--- config.mk ---
export PLATFORM = sky130hd
export DESIGN_NAME = alu_ops_engine
export DESIGN_NICKNAME = d
export VERILOG_FILES = /design/src/logic/alu_ops_pkg.sv /design/src/logic/alu_ops_engine.sv /design/src/logic/credit_tx_port.sv /design/src/logic/alu_ops_kernel.sv /design/src/logic/alu_ops_control.sv /design/src/logic/packet_fifo.sv
export SDC_FILE = /design/constraint.sdc
export NUM_CORES = 2
export LEC_CHECK = 0
export BUFFER_PORTS_ARGS = -buffer_cell sky130_fd_sc_hd__buf_2
export CORE_ASPECT_RATIO = 0.7
export CORE_MARGIN = 2
export CORE_UTILIZATION = 45
export CTS_CLUSTER_SIZE = 10
export DETAILED_ROUTE_END_ITERATION = 12
export SETUP_SLACK_MARGIN = 0.05
export SYNTH_ARGS = -nofsm -noshare
export SYNTH_HDL_FRONTEND = slang
export SYNTH_SLANG_ARGS = --single-unit
--- constraint.sdc ---
create_clock -name ap_clk -period 7.8 [get_ports ap_clk]
set_input_delay 0.39 -clock ap_clk [delete_from_list [all_inputs] [get_ports ap_clk]]
set_output_delay 0.39 -clock ap_clk [all_outputs]
set_load 0.05 [all_outputs]
--- src/logic/alu_ops_pkg.sv ---
// Shared types, operation codes and defaults for the ALU-operation stage.
// Imported by every module of the engine.
package alu_ops_pkg;

    // ------------------------------------------------------------------
    // Packet fields
    // ------------------------------------------------------------------
    typedef logic [31:0] data_t;
    typedef logic [31:0] addr_t;
    typedef logic [7:0]  route_t;

    // Job packet count, also the width of the remaining counter
    typedef logic [15:0] count_t;

    // ------------------------------------------------------------------
    // Operation codes
    // ------------------------------------------------------------------
    // Codes above ALU_XOR fall back to PASS in the kernel
    typedef enum logic [2:0] {
        ALU_PASS = 3'd0,
        ALU_ADD  = 3'd1,
        ALU_SUB  = 3'd2,
        ALU_AND  = 3'd3,
        ALU_OR   = 3'd4,
        ALU_XOR  = 3'd5
    } alu_op_t;

    // ------------------------------------------------------------------
    // Controller states
    // ------------------------------------------------------------------
    typedef enum logic [1:0] {
        CTRL_IDLE   = 2'd0,
        CTRL_CONFIG = 2'd1,
        CTRL_BUSY   = 2'd2,
        CTRL_DONE   = 2'd3
    } ctrl_state_t;

    // Defaults for the top-level parameters
    localparam int DEFAULT_FIFO_DEPTH  = 16;
    localparam int DEFAULT_OUT_CREDITS = 4;

endpackage
--- src/logic/alu_ops_engine.sv ---
// Top level of the ALU-operation stage: input FIFO, controller, kernel, output
// FIFO and credit port. in_credit returns one credit per packet taken from the input FIFO.
`timescale 1ns/1ns

module alu_ops_engine #(
    parameter int IN_FIFO_DEPTH      = alu_ops_pkg::DEFAULT_FIFO_DEPTH,
    parameter int OUT_FIFO_DEPTH     = alu_ops_pkg::DEFAULT_FIFO_DEPTH,
    parameter int ALMOST_FULL_MARGIN = 2,
    parameter int OUT_CREDITS        = alu_ops_pkg::DEFAULT_OUT_CREDITS
) (
    input  logic                 ap_clk,
    input  logic                 areset_generator,
    input  logic                 descriptor_valid,
    input  alu_ops_pkg::count_t  descriptor_count,
    input  logic                 config_valid,
    input  alu_ops_pkg::alu_op_t config_op,
    input  alu_ops_pkg::data_t   config_operand,
    input  logic                 in_valid,
    input  alu_ops_pkg::route_t  in_route_from,
    input  alu_ops_pkg::route_t  in_route_to,
    input  alu_ops_pkg::addr_t   in_addr,
    input  alu_ops_pkg::data_t   in_data,
    output logic                 in_credit,
    output logic                 out_valid,
    output alu_ops_pkg::route_t  out_route_from,
    output alu_ops_pkg::route_t  out_route_to,
    output alu_ops_pkg::addr_t   out_addr,
    output alu_ops_pkg::data_t   out_data,
    input  logic                 out_credit,
    output logic                 busy,
    output logic                 done
);
    import alu_ops_pkg::*;

    // ------------------------------------------------------------------
    // Pipeline wires
    // ------------------------------------------------------------------
    route_t  head_route_from;
    route_t  head_route_to;
    addr_t   head_addr;
    data_t   head_data;
    logic    in_fifo_empty;
    logic    in_fifo_full;

    logic    issue;
    alu_op_t op;
    data_t   operand;

    logic    res_valid;
    route_t  res_route_from;
    route_t  res_route_to;
    addr_t   res_addr;
    data_t   res_data;

    route_t  tx_route_from;
    route_t  tx_route_to;
    addr_t   tx_addr;
    data_t   tx_data;
    logic    out_fifo_empty;
    logic    out_fifo_almost_full;
    logic    out_fifo_pop;

    // One credit back per issued packet
    assign in_credit = issue;

    packet_fifo #(
        .DEPTH              (IN_FIFO_DEPTH),
        .ALMOST_FULL_MARGIN (ALMOST_FULL_MARGIN)
    ) u_in_fifo (
        .ap_clk           (ap_clk),
        .areset_generator (areset_generator),
        .wr_en            (in_valid),
        .wr_route_from    (in_route_from),
        .wr_route_to      (in_route_to),
        .wr_addr          (in_addr),
        .wr_data          (in_data),
        .rd_en            (issue),
        .rd_route_from    (head_route_from),
        .rd_route_to      (head_route_to),
        .rd_addr          (head_addr),
        .rd_data          (head_data),
        .empty            (in_fifo_empty),
        .full             (in_fifo_full),
        .almost_full      ()
    );

    alu_ops_control u_control (
        .ap_clk           (ap_clk),
        .areset_generator (areset_generator),
        .descriptor_valid (descriptor_valid),
        .descriptor_count (descriptor_count),
        .config_valid     (config_valid),
        .config_op        (config_op),
        .config_operand   (config_operand),
        .in_empty         (in_fifo_empty),
        .out_almost_full  (out_fifo_almost_full),
        .issue            (issue),
        .op               (op),
        .operand          (operand),
        .busy             (busy),
        .done             (done)
    );

    alu_ops_kernel u_kernel (
        .ap_clk           (ap_clk),
        .areset_generator (areset_generator),
        .issue            (issue),
        .op               (op),
        .operand          (operand),
        .in_route_from    (head_route_from),
        .in_route_to      (head_route_to),
        .in_addr          (head_addr),
        .in_data          (head_data),
        .res_valid        (res_valid),
        .res_route_from   (res_route_from),
        .res_route_to     (res_route_to),
        .res_addr         (res_addr),
        .res_data         (res_data)
    );

    packet_fifo #(
        .DEPTH              (OUT_FIFO_DEPTH),
        .ALMOST_FULL_MARGIN (ALMOST_FULL_MARGIN)
    ) u_out_fifo (
        .ap_clk           (ap_clk),
        .areset_generator (areset_generator),
        .wr_en            (res_valid),
        .wr_route_from    (res_route_from),
        .wr_route_to      (res_route_to),
        .wr_addr          (res_addr),
        .wr_data          (res_data),
        .rd_en            (out_fifo_pop),
        .rd_route_from    (tx_route_from),
        .rd_route_to      (tx_route_to),
        .rd_addr          (tx_addr),
        .rd_data          (tx_data),
        .empty            (out_fifo_empty),
        .full             (),
        .almost_full      (out_fifo_almost_full)
    );

    credit_tx_port #(
        .OUT_CREDITS (OUT_CREDITS)
    ) u_credit_tx (
        .ap_clk           (ap_clk),
        .areset_generator (areset_generator),
        .fifo_empty       (out_fifo_empty),
        .fifo_route_from  (tx_route_from),
        .fifo_route_to    (tx_route_to),
        .fifo_addr        (tx_addr),
        .fifo_data        (tx_data),
        .out_credit       (out_credit),
        .fifo_pop         (out_fifo_pop),
        .out_valid        (out_valid),
        .out_route_from   (out_route_from),
        .out_route_to     (out_route_to),
        .out_addr         (out_addr),
        .out_data         (out_data)
    );

endmodule

--- src/logic/credit_tx_port.sv ---
// Credit-based transmit port: pops the output FIFO while credits remain and
// presents each packet on out_valid one cycle after the pop.
`timescale 1ns/1ns

module credit_tx_port #(
    parameter int OUT_CREDITS = alu_ops_pkg::DEFAULT_OUT_CREDITS
) (
    input  logic                ap_clk,
    input  logic                areset_generator,
    input  logic                fifo_empty,
    input  alu_ops_pkg::route_t fifo_route_from,
    input  alu_ops_pkg::route_t fifo_route_to,
    input  alu_ops_pkg::addr_t  fifo_addr,
    input  alu_ops_pkg::data_t  fifo_data,
    input  logic                out_credit,
    output logic                fifo_pop,
    output logic                out_valid,
    output alu_ops_pkg::route_t out_route_from,
    output alu_ops_pkg::route_t out_route_to,
    output alu_ops_pkg::addr_t  out_addr,
    output alu_ops_pkg::data_t  out_data
);

    localparam int CREDIT_W = $clog2(OUT_CREDITS + 1);

    logic [CREDIT_W-1:0] credit_count;

    // A credit is spent in the out_valid cycle, so the packet already
    // registered for sending still holds one of the counted credits
    assign fifo_pop = ~fifo_empty & (credit_count > CREDIT_W'(out_valid));

    always_ff @(posedge ap_clk) begin
        if (areset_generator) begin
            credit_count <= CREDIT_W'(OUT_CREDITS);
            out_valid    <= 1'b0;
        end else begin
            credit_count <= credit_count - CREDIT_W'(out_valid) + CREDIT_W'(out_credit);
            out_valid    <= fifo_pop;
        end
    end

    always_ff @(posedge ap_clk) begin
        if (fifo_pop) begin
            out_route_from <= fifo_route_from;
            out_route_to   <= fifo_route_to;
            out_addr       <= fifo_addr;
            out_data       <= fifo_data;
        end
    end

endmodule

--- src/logic/alu_ops_kernel.sv ---
// One-stage ALU: on issue, registers the head packet with its data replaced by
// data OP operand. res_valid follows issue by one cycle.
`timescale 1ns/1ns

module alu_ops_kernel (
    input  logic                 ap_clk,
    input  logic                 areset_generator,
    input  logic                 issue,
    input  alu_ops_pkg::alu_op_t op,
    input  alu_ops_pkg::data_t   operand,
    input  alu_ops_pkg::route_t  in_route_from,
    input  alu_ops_pkg::route_t  in_route_to,
    input  alu_ops_pkg::addr_t   in_addr,
    input  alu_ops_pkg::data_t   in_data,
    output logic                 res_valid,
    output alu_ops_pkg::route_t  res_route_from,
    output alu_ops_pkg::route_t  res_route_to,
    output alu_ops_pkg::addr_t   res_addr,
    output alu_ops_pkg::data_t   res_data
);
    import alu_ops_pkg::*;

    data_t alu_result;

    // Add and subtract wrap at 32 bits
    always_comb begin
        case (op)
            ALU_ADD: alu_result = in_data + operand;
            ALU_SUB: alu_result = in_data - operand;
            ALU_AND: alu_result = in_data & operand;
            ALU_OR:  alu_result = in_data | operand;
            ALU_XOR: alu_result = in_data ^ operand;
            default: alu_result = in_data;
        endcase
    end

    always_ff @(posedge ap_clk) begin
        if (areset_generator) begin
            res_valid <= 1'b0;
        end else begin
            res_valid <= issue;
        end
    end

    // Meta fields pass through unchanged
    always_ff @(posedge ap_clk) begin
        if (issue) begin
            res_route_from <= in_route_from;
            res_route_to   <= in_route_to;
            res_addr       <= in_addr;
            res_data       <= alu_result;
        end
    end

endmodule

--- src/logic/alu_ops_control.sv ---
// Job controller: takes a descriptor and a configuration beat, then issues packets
// from the input FIFO into the kernel until the job count runs out.
`timescale 1ns/1ns

module alu_ops_control (
    input  logic                 ap_clk,
    input  logic                 areset_generator,
    input  logic                 descriptor_valid,
    input  alu_ops_pkg::count_t  descriptor_count,
    input  logic                 config_valid,
    input  alu_ops_pkg::alu_op_t config_op,
    input  alu_ops_pkg::data_t   config_operand,
    input  logic                 in_empty,
    input  logic                 out_almost_full,
    output logic                 issue,
    output alu_ops_pkg::alu_op_t op,
    output alu_ops_pkg::data_t   operand,
    output logic                 busy,
    output logic                 done
);
    import alu_ops_pkg::*;

    ctrl_state_t state;
    count_t      remaining;

    // ------------------------------------------------------------------
    // Issue gate
    // ------------------------------------------------------------------
    // Holds off while the output FIFO is near full, which covers the
    // one packet still in flight through the kernel
    assign issue = (state == CTRL_BUSY) & ~in_empty & ~out_almost_full &
                   (remaining != '0);

    // ------------------------------------------------------------------
    // Job state and remaining count
    // ------------------------------------------------------------------
    always_ff @(posedge ap_clk) begin
        if (areset_generator) begin
            state     <= CTRL_IDLE;
            remaining <= '0;
            op        <= ALU_PASS;
        end else begin
            case (state)
                CTRL_IDLE: begin
                    if (descriptor_valid) begin
                        remaining <= descriptor_count;
                        state     <= CTRL_CONFIG;
                    end
                end
                CTRL_CONFIG: begin
                    if (config_valid) begin
                        op <= config_op;
                        // Empty job finishes right after its configuration
                        state <= (remaining == '0) ? CTRL_DONE : CTRL_BUSY;
                    end
                end
                CTRL_BUSY: begin
                    if (issue) begin
                        remaining <= remaining - 1'b1;
                        if (remaining == count_t'(1)) begin
                            state <= CTRL_DONE;
                        end
                    end
                end
                CTRL_DONE: begin
                    state <= CTRL_IDLE;
                end
                default: begin
                    state <= CTRL_IDLE;
                end
            endcase
        end
    end

    // Operand word for the whole job
    always_ff @(posedge ap_clk) begin
        if ((state == CTRL_CONFIG) && config_valid) begin
            operand <= config_operand;
        end
    end

    assign busy = (state == CTRL_CONFIG) | (state == CTRL_BUSY);
    assign done = (state == CTRL_DONE);

endmodule

--- src/logic/packet_fifo.sv ---
// Synchronous show-ahead FIFO of packet fields; the head entry is always on rd_*.
// Used for both the input and the output side of the engine.
`timescale 1ns/1ns

module packet_fifo #(
    parameter int DEPTH              = alu_ops_pkg::DEFAULT_FIFO_DEPTH,
    parameter int ALMOST_FULL_MARGIN = 2
) (
    input  logic                ap_clk,
    input  logic                areset_generator,
    input  logic                wr_en,
    input  alu_ops_pkg::route_t wr_route_from,
    input  alu_ops_pkg::route_t wr_route_to,
    input  alu_ops_pkg::addr_t  wr_addr,
    input  alu_ops_pkg::data_t  wr_data,
    input  logic                rd_en,
    output alu_ops_pkg::route_t rd_route_from,
    output alu_ops_pkg::route_t rd_route_to,
    output alu_ops_pkg::addr_t  rd_addr,
    output alu_ops_pkg::data_t  rd_data,
    output logic                empty,
    output logic                full,
    output logic                almost_full
);
    import alu_ops_pkg::*;

    localparam int PTR_W = (DEPTH > 1) ? $clog2(DEPTH) : 1;
    localparam int CNT_W = $clog2(DEPTH + 1);

    route_t mem_route_from [DEPTH];
    route_t mem_route_to   [DEPTH];
    addr_t  mem_addr       [DEPTH];
    data_t  mem_data       [DEPTH];

    logic [PTR_W-1:0] wr_ptr;
    logic [PTR_W-1:0] rd_ptr;
    logic [CNT_W-1:0] count;
    logic             do_wr;
    logic             do_rd;

    // Overflow and underflow requests are dropped
    assign do_wr = wr_en & ~full;
    assign do_rd = rd_en & ~empty;

    always_ff @(posedge ap_clk) begin
        if (do_wr) begin
            mem_route_from[wr_ptr] <= wr_route_from;
            mem_route_to[wr_ptr]   <= wr_route_to;
            mem_addr[wr_ptr]       <= wr_addr;
            mem_data[wr_ptr]       <= wr_data;
        end
    end

    always_ff @(posedge ap_clk) begin
        if (areset_generator) begin
            wr_ptr <= '0;
            rd_ptr <= '0;
            count  <= '0;
        end else begin
            if (do_wr) begin
                wr_ptr <= (wr_ptr == PTR_W'(DEPTH - 1)) ? '0 : wr_ptr + 1'b1;
            end
            if (do_rd) begin
                rd_ptr <= (rd_ptr == PTR_W'(DEPTH - 1)) ? '0 : rd_ptr + 1'b1;
            end
            case ({do_wr, do_rd})
                2'b10:   count <= count + 1'b1;
                2'b01:   count <= count - 1'b1;
                default: count <= count;
            endcase
        end
    end

    // Head of queue
    assign rd_route_from = mem_route_from[rd_ptr];
    assign rd_route_to   = mem_route_to[rd_ptr];
    assign rd_addr       = mem_addr[rd_ptr];
    assign rd_data       = mem_data[rd_ptr];

    assign empty       = (count == '0);
    assign full        = (count == CNT_W'(DEPTH));
    assign almost_full = (count >= CNT_W'(DEPTH - ALMOST_FULL_MARGIN));

endmodule

# Word level (Yosys, flattened, before mapping)
# Memories as Yosys holds them, arrays and structs flattened. A register that Yosys moved wholly into a read port is not among the register bits.
# Index checks and enable logic that the tools add are counted.
dict set report totals {
  register_bits 116
  ram_bits 2560
  input_bits 137
  out_inout_bits 84
  elab_cells 111
  mem_count 8
}
# memory depth width rd rd_clocked_by_memory_dff write_ports line
set mem_list {}
lappend mem_list {u_in_fifo.mem_addr 16 32 1 1 1 packet_fifo.sv:32} ;# addr_t mem_addr [DEPTH];
lappend mem_list {u_in_fifo.mem_data 16 32 1 1 1 packet_fifo.sv:33} ;# data_t mem_data [DEPTH];
lappend mem_list {u_out_fifo.mem_addr 16 32 1 1 1 packet_fifo.sv:32}
lappend mem_list {u_out_fifo.mem_data 16 32 1 1 1 packet_fifo.sv:33}
lappend mem_list {u_in_fifo.mem_route_from 16 8 1 1 1 packet_fifo.sv:30} ;# route_t mem_route_from [DEPTH];
lappend mem_list {u_in_fifo.mem_route_to 16 8 1 1 1 packet_fifo.sv:31} ;# route_t mem_route_to [DEPTH];
lappend mem_list {{2 more memories} -- -- -- -- -- --}
dict set report op_classes {
  add_sub_neg 13
  order_cmp 2
  n_eq_ne 23
  muxes 22
  n_bitwise 17
  n_reduce_logical 12
}
# operator n
set ops {}
lappend ops {{$pmux W32 S5} 1}
lappend ops {{$add A32 B32 Y32} 1}
lappend ops {{$and A32 B32 Y32} 1}
lappend ops {{$mux W16} 2}
lappend ops {{$or A32 B32 Y32} 1}
lappend ops {{$pmux W16 S2} 1}
lappend ops {{$sub A32 B32 Y32} 1}
lappend ops {{$xor A32 B32 Y32} 1}
lappend ops {{$mux W4} 6}
lappend ops {{$pmux W5 S2} 2}
lappend ops {{$add A4 B1 Y4 const B} 4}
lappend ops {{$eq A16 B1 Y1 const B} 1}
lappend ops {{$eq A4 B4 Y1 const B} 4}
lappend ops {{$logic_not A16 Y1} 1}
lappend ops {{$reduce_bool A16 Y1} 1}
lappend ops {{$sub A16 B1 Y16 const B} 1}
lappend ops {{$add A5 B1 Y5 const B} 2}
lappend ops {{$eq A5 B5 Y1 const B} 2}
lappend ops {{$logic_not A5 Y1} 2}
lappend ops {{$sub A5 B1 Y5 const B} 2}
lappend ops {{$and A1 B1 Y1} 8}
lappend ops {{$eq A2 B2 Y1 const B} 4}
lappend ops {{$mux W2} 4}
lappend ops {{$ne A2 B2 Y1 const B} 4}
lappend ops {{18 further kinds} 32}

# Depth between registers and ports, before layout
dict set report depth {
  word_depth 8
  ltp_mapped 17
  ltp_nobuf 17
}

# Modules after synthesis
# Synthesis repeated with hierarchy kept, for this count alone.
dict set report hier_totals {
  cells_unflattened 5057
  area_unflattened_um2 109716.5
}
# module instances cells_each area_per_inst_um2 seq_area_each_um2
set modules_own_cells {}
lappend modules_own_cells {{packet_fifo (u_in_fifo)} 1 1894 48951.9 38777.2}
lappend modules_own_cells {{packet_fifo (u_out_fifo)} 1 2084 48728.0 38777.2}
lappend modules_own_cells {alu_ops_kernel 1 756 7024.2 2422.3}
lappend modules_own_cells {credit_tx_port 1 100 2613.8 2482.4}
lappend modules_own_cells {alu_ops_control 1 223 2398.6 1381.3}

# Least setup slack after synthesis
# OpenSTA, ideal clock, no wires.
dict set report synth_path {
  path_kind {register to register}
  startpoint {reg u_out_fifo.count[1]}
  endpoint {mem u_out_fifo.mem_addr[3][0] (netlist name), enable pin}
  setup_time_ns 0.616
  t_arrival_ns 6.541
  t_required_ns 7.184
  setup_slack_ns 0.643
  stages_incl_launch_ff 5
  path_buffers 0
  period_less_slack_ns 7.157
  cell_sequence {dfxtp_1 nor4_1 a21boi_1 nand2_1 nor3_1}
}
dict set report synth_between {
  elab_chain_len 5
}
# item line
set synth_rtl {}
lappend synth_rtl {{start, declared} packet_fifo.sv:37} ;# logic [CNT_W-1:0] count;
lappend synth_rtl {{start signal, assigned} packet_fifo.sv:67} ;# 2'b10: count <= count + 1'b1;
lappend synth_rtl {{start signal, assigned} packet_fifo.sv:68} ;# 2'b01: count <= count - 1'b1;
lappend synth_rtl {{start signal, assigned} packet_fifo.sv:69} ;# default: count <= count;
lappend synth_rtl {{$eq A5 B5 Y1} packet_fifo.sv:81} ;# assign full = (count == CNT_W'(DEPTH));
lappend synth_rtl {{$not A1 Y1} packet_fifo.sv:42} ;# assign do_wr = wr_en & ~full;
lappend synth_rtl {{$and A1 B1 Y1} packet_fifo.sv:42}
lappend synth_rtl {{$mux W1} packet_fifo.sv:46} ;# if (do_wr) begin
lappend synth_rtl {{$mux W1 (implied by the code)} packet_fifo.sv:49} ;# mem_addr[wr_ptr] <= wr_addr;
lappend synth_rtl {{end, declared} packet_fifo.sv:32}
# Every way passes these cells.

==> reports/metrics.cfg <==
[clock_tree]
tritoncts.num_buffers=324
clkTransAtPathRegs_ns=0.06
tritoncts_clock_tree=yes
cts_hold_buf=132
h-tree-depth=5
clock_tree.buffer_depth=4
root_buffer=clkbuf_16
post_cts_resized=0
tritoncts_num_sinks=2808
worst_skew_pair_latency_ns=0.86
post_cts_setup_inserts=0

[status]
status=completed

[placement]
post-place-cells=8120
gp_congestion=0.8965
port_buffers=220
post_detail_place_hpwl_mm=142.5

[global_routing]
number_of_antenna_violations_at_the_first_check_in_global_routing=20
globalRouteOverflowTotal=0
via_count_of_the_first_global_routing_pass=52398
global_route_wire_length_before_repair_mm=379.2
grt_util_all_layers_pct=21.31
grt_max_degree=130

[die]
io-pin-count=221
effective_utilization_at_floorplan_pct=45.21
design.core.area_sq_mm=0.2416
fp.dieArea_sq_mm=0.2468
placementRows=151
fp.dieW_um=592.9
die_height_um=416.2

[timing]
grt_setup_unrepaired=no
totalNegativeSetupSlack_ns=0
setup_viol=0
min_period_over_period_pct=67.37
skew_ns=0.04279
hold_slack_final_ns=0.1112
hold_viol_final=0
maxSlewHeadroom_pct=23.10
finalMaxSlewViolations=0
final_critical_delay_including_setup_and_external_delays_ns=5.255
highest_achievable_clock_rate_mhz=190.3
worst_margin_slew_ns=1.151

[power_and_ir_drop]
clkPwrFrac_pct=35.7
net_switching_power_of_the_design_mw=9.741
report.power.total_mw=37.25
sw_frac_of_total_pct=26.15
intPower_mw=27.51
p_leak_nw=38.86
cellPowerDensity_mw_per_mm2=298.2
seq_power_share_pct=47.9
comb_power_share_pct=16.4
vdd_drop_max_uv=215.2

[route]
vias_per_cell=5.929
drc_errors=0
via_count=51606
final_wirelength_mm=262.4
first_iter_violations=6373
drt-wirelength-per-cell_um=30.14
ant_nets=0
first_pass_iters=6

[worst_setup_path]
critPathKind=flop to flop
critPathRequiredTime_ns=8.49
critical_path_s_top_delay_family=compound AO/OA/AOI/OAI gates
crit_path_max_incr_delay_ns=0.78
worstSetupStartpointType=flop
cp.depth=11
worst_path_arrival_ns=5.95
crit_chain=buf_4 -> mux4_2 -> mux4_2 -> ha_1 -> o2111ai_1 -> a21oi_1 -> o22ai_1 -> o21bai_1 -> a21oi_1 -> or4b_2 -> nand3_1
path_max_fanout=34
reg2reg_depth=11
cpMaxStageDelayCell=dfxtp_4
critical_path.endpoint_type=flop
crit_buf_inv=1

[yosys]
ys_seq_area_share_pct=76.68
postSynth.topFlopCell=edfxtp_1
ffs_latches_synth=2808
yosys_warnings=0
synth_top_cell_area_share_pct=75.65
synth.distinct_cells=76
synth_enable_flop_cells=2752
post-synth-top-area-cell=edfxtp_1
postSynthCellCount=4826
synth.net_count=5092
postSynth.asyncResetShare_pct=0
avg_synthesized_cell_area_sq_um=22.64
synth.area.top_cells=edfxtp_1, mux4_2, ha_1
netlist_area_sq_mm=0.1092

[run]
maxCapViolations=0

[finish]
drive_above_1_share_pct=27.85
post_route_core_utilization_pct=51.70
instances_no_fill=8704
flow.area_growth_from_synthesis_pct=14.36
nNetsFinal=5631

[worst_hold_path]
timing.hold.worst_path_depth=3
worstHoldPathType=input port to flop

-- synth_stat cells, types with 7 or more instances --
library cell / instances
buf_1: 42
a21oi_1: 78
nand4_1: 13
and3_1: 7
nor2b_1: 13
mux2i_1: 11
clkbuf_1: 168
nand3_1: 20
o31ai_1: 8
a22o_1: 24
a221oi_1: 17
nor2_1: 109
a31oi_1: 15
ha_1: 125
inv_1: 98
xor2_1: 21
buf_2: 26
a211oi_1: 13
or3_1: 13
mux4_2: 796
o21ai_0: 64
edfxtp_1: 2752
nand2b_1: 8
xnor2_1: 51
dfxtp_1: 56
a21o_1: 26
nor3_1: 24
nand2_1: 96
a22oi_1: 9
o22ai_1: 19
o21bai_1: 16
-- tightest hold or removal path, cell delays in order --
cell and delay [ns]:
buf_2 0.10, buf_4 0.24, nor2_1 0.14
-- final timing paths --
check	start	endpoint	slack [ns]
hold reg to reg	u_control.remaining[12]$_SDFFE_PP0P_	u_control.remaining[12]$_SDFFE_PP0P_	0.52
setup / recovery	flop	u_kernel.res_data[28]$_DFFE_PP_	2.55
setup reg to reg	flop	u_kernel.res_data[28]$_DFFE_PP_	2.55
hold / removal	areset_generator	u_in_fifo.wr_ptr[1]$_SDFFE_PP0P_	0.11
-- cell usage in the layout, fill, tap and decap left out, drive strengths merged, types with 19 or more instances in the layout --
cell type,count
a21o,26
a21oi,79
a22o,24
buf,322
clkbuf,429
dfxtp,56
dlygate4sd3,132
edfxtp,2752
ha,125
inv,104
mux4,796
nand2,96
nand3,21
nor2,109
nor3,26
o21ai,66
o22ai,19
xnor2,51
xor2,21
-- layout make-up --
type | instances | area, sq um
fillers | 18609 | 116700
flip-flops and latches | 2808 | 83810
multi-input cells | 1678 | 24370
clock buffers | 429 | 8713
well taps | 3213 | 4020
repair buffers | 454 | 3401
inverters | 99 | 371.6
clock inverters | 18 | 226.5
diodes | 5 | 12.51
-- power by group through the flow --
stage | logic (mW) | registers, mW | clock network (mW)
after global routing | 6.56 | 17.9 | 14.2
after floorplan | 3.74 | 18.7 | 0
after detailed placement | 6.10 | 18.2 | 0
final | 6.10 | 17.9 | 13.3
after global placement | 6.06 | 18.1 | 0
after CTS | 6.18 | 17.9 | 13.6
-- per-stage QoR --
stage | setup slack [ns] | instance area [sq um]
final | 2.545 | 124900
after global routing | 2.214 | 124900
after CTS | 2.529 | 124900
after detailed placement | 2.576 | 114700
after global placement | 2.604 | 114700
after floorplan | 0.6428 | 109200
-- registers in the layout, summed over array words and instances, names as in the netlist, 32 cells and up, named ones only --
register and flops:
u_in_fifo.mem_addr 512, u_in_fifo.mem_data 512, u_out_fifo.mem_addr 512, u_out_fifo.mem_data 512, u_in_fifo.mem_route_from 128, u_in_fifo.mem_route_to 128
u_out_fifo.mem_route_from 128, u_out_fifo.mem_route_to 128, u_control.operand 32, u_credit_tx.out_addr 32, u_credit_tx.out_data 32, u_kernel.res_addr 32
u_kernel.res_data 32
-- logic make-up after synthesis --
family	after synthesis	synth area share (%)
flip-flops	2808	76.68
AND/OR/NAND/NOR	333	1.454
buffers and inverters	340	1.219
AO/OA/AOI/OAI	335	2.035
adder cells (fa/ha/maj)	129	1.505
multiplexers	809	16.53
XOR/XNOR	72	0.5773
-- layer usage --
layer	vias to the layer above	global-route usage (%)	routed length, um
li1	21423	-	-
met4	12	4.708	5503
met2	1854	33.17	123600
met3	378	3.508	16880
met5	-	0	80
met1	27939	31.89	116300
Note: power is estimated with default switching activity, not from simulation.
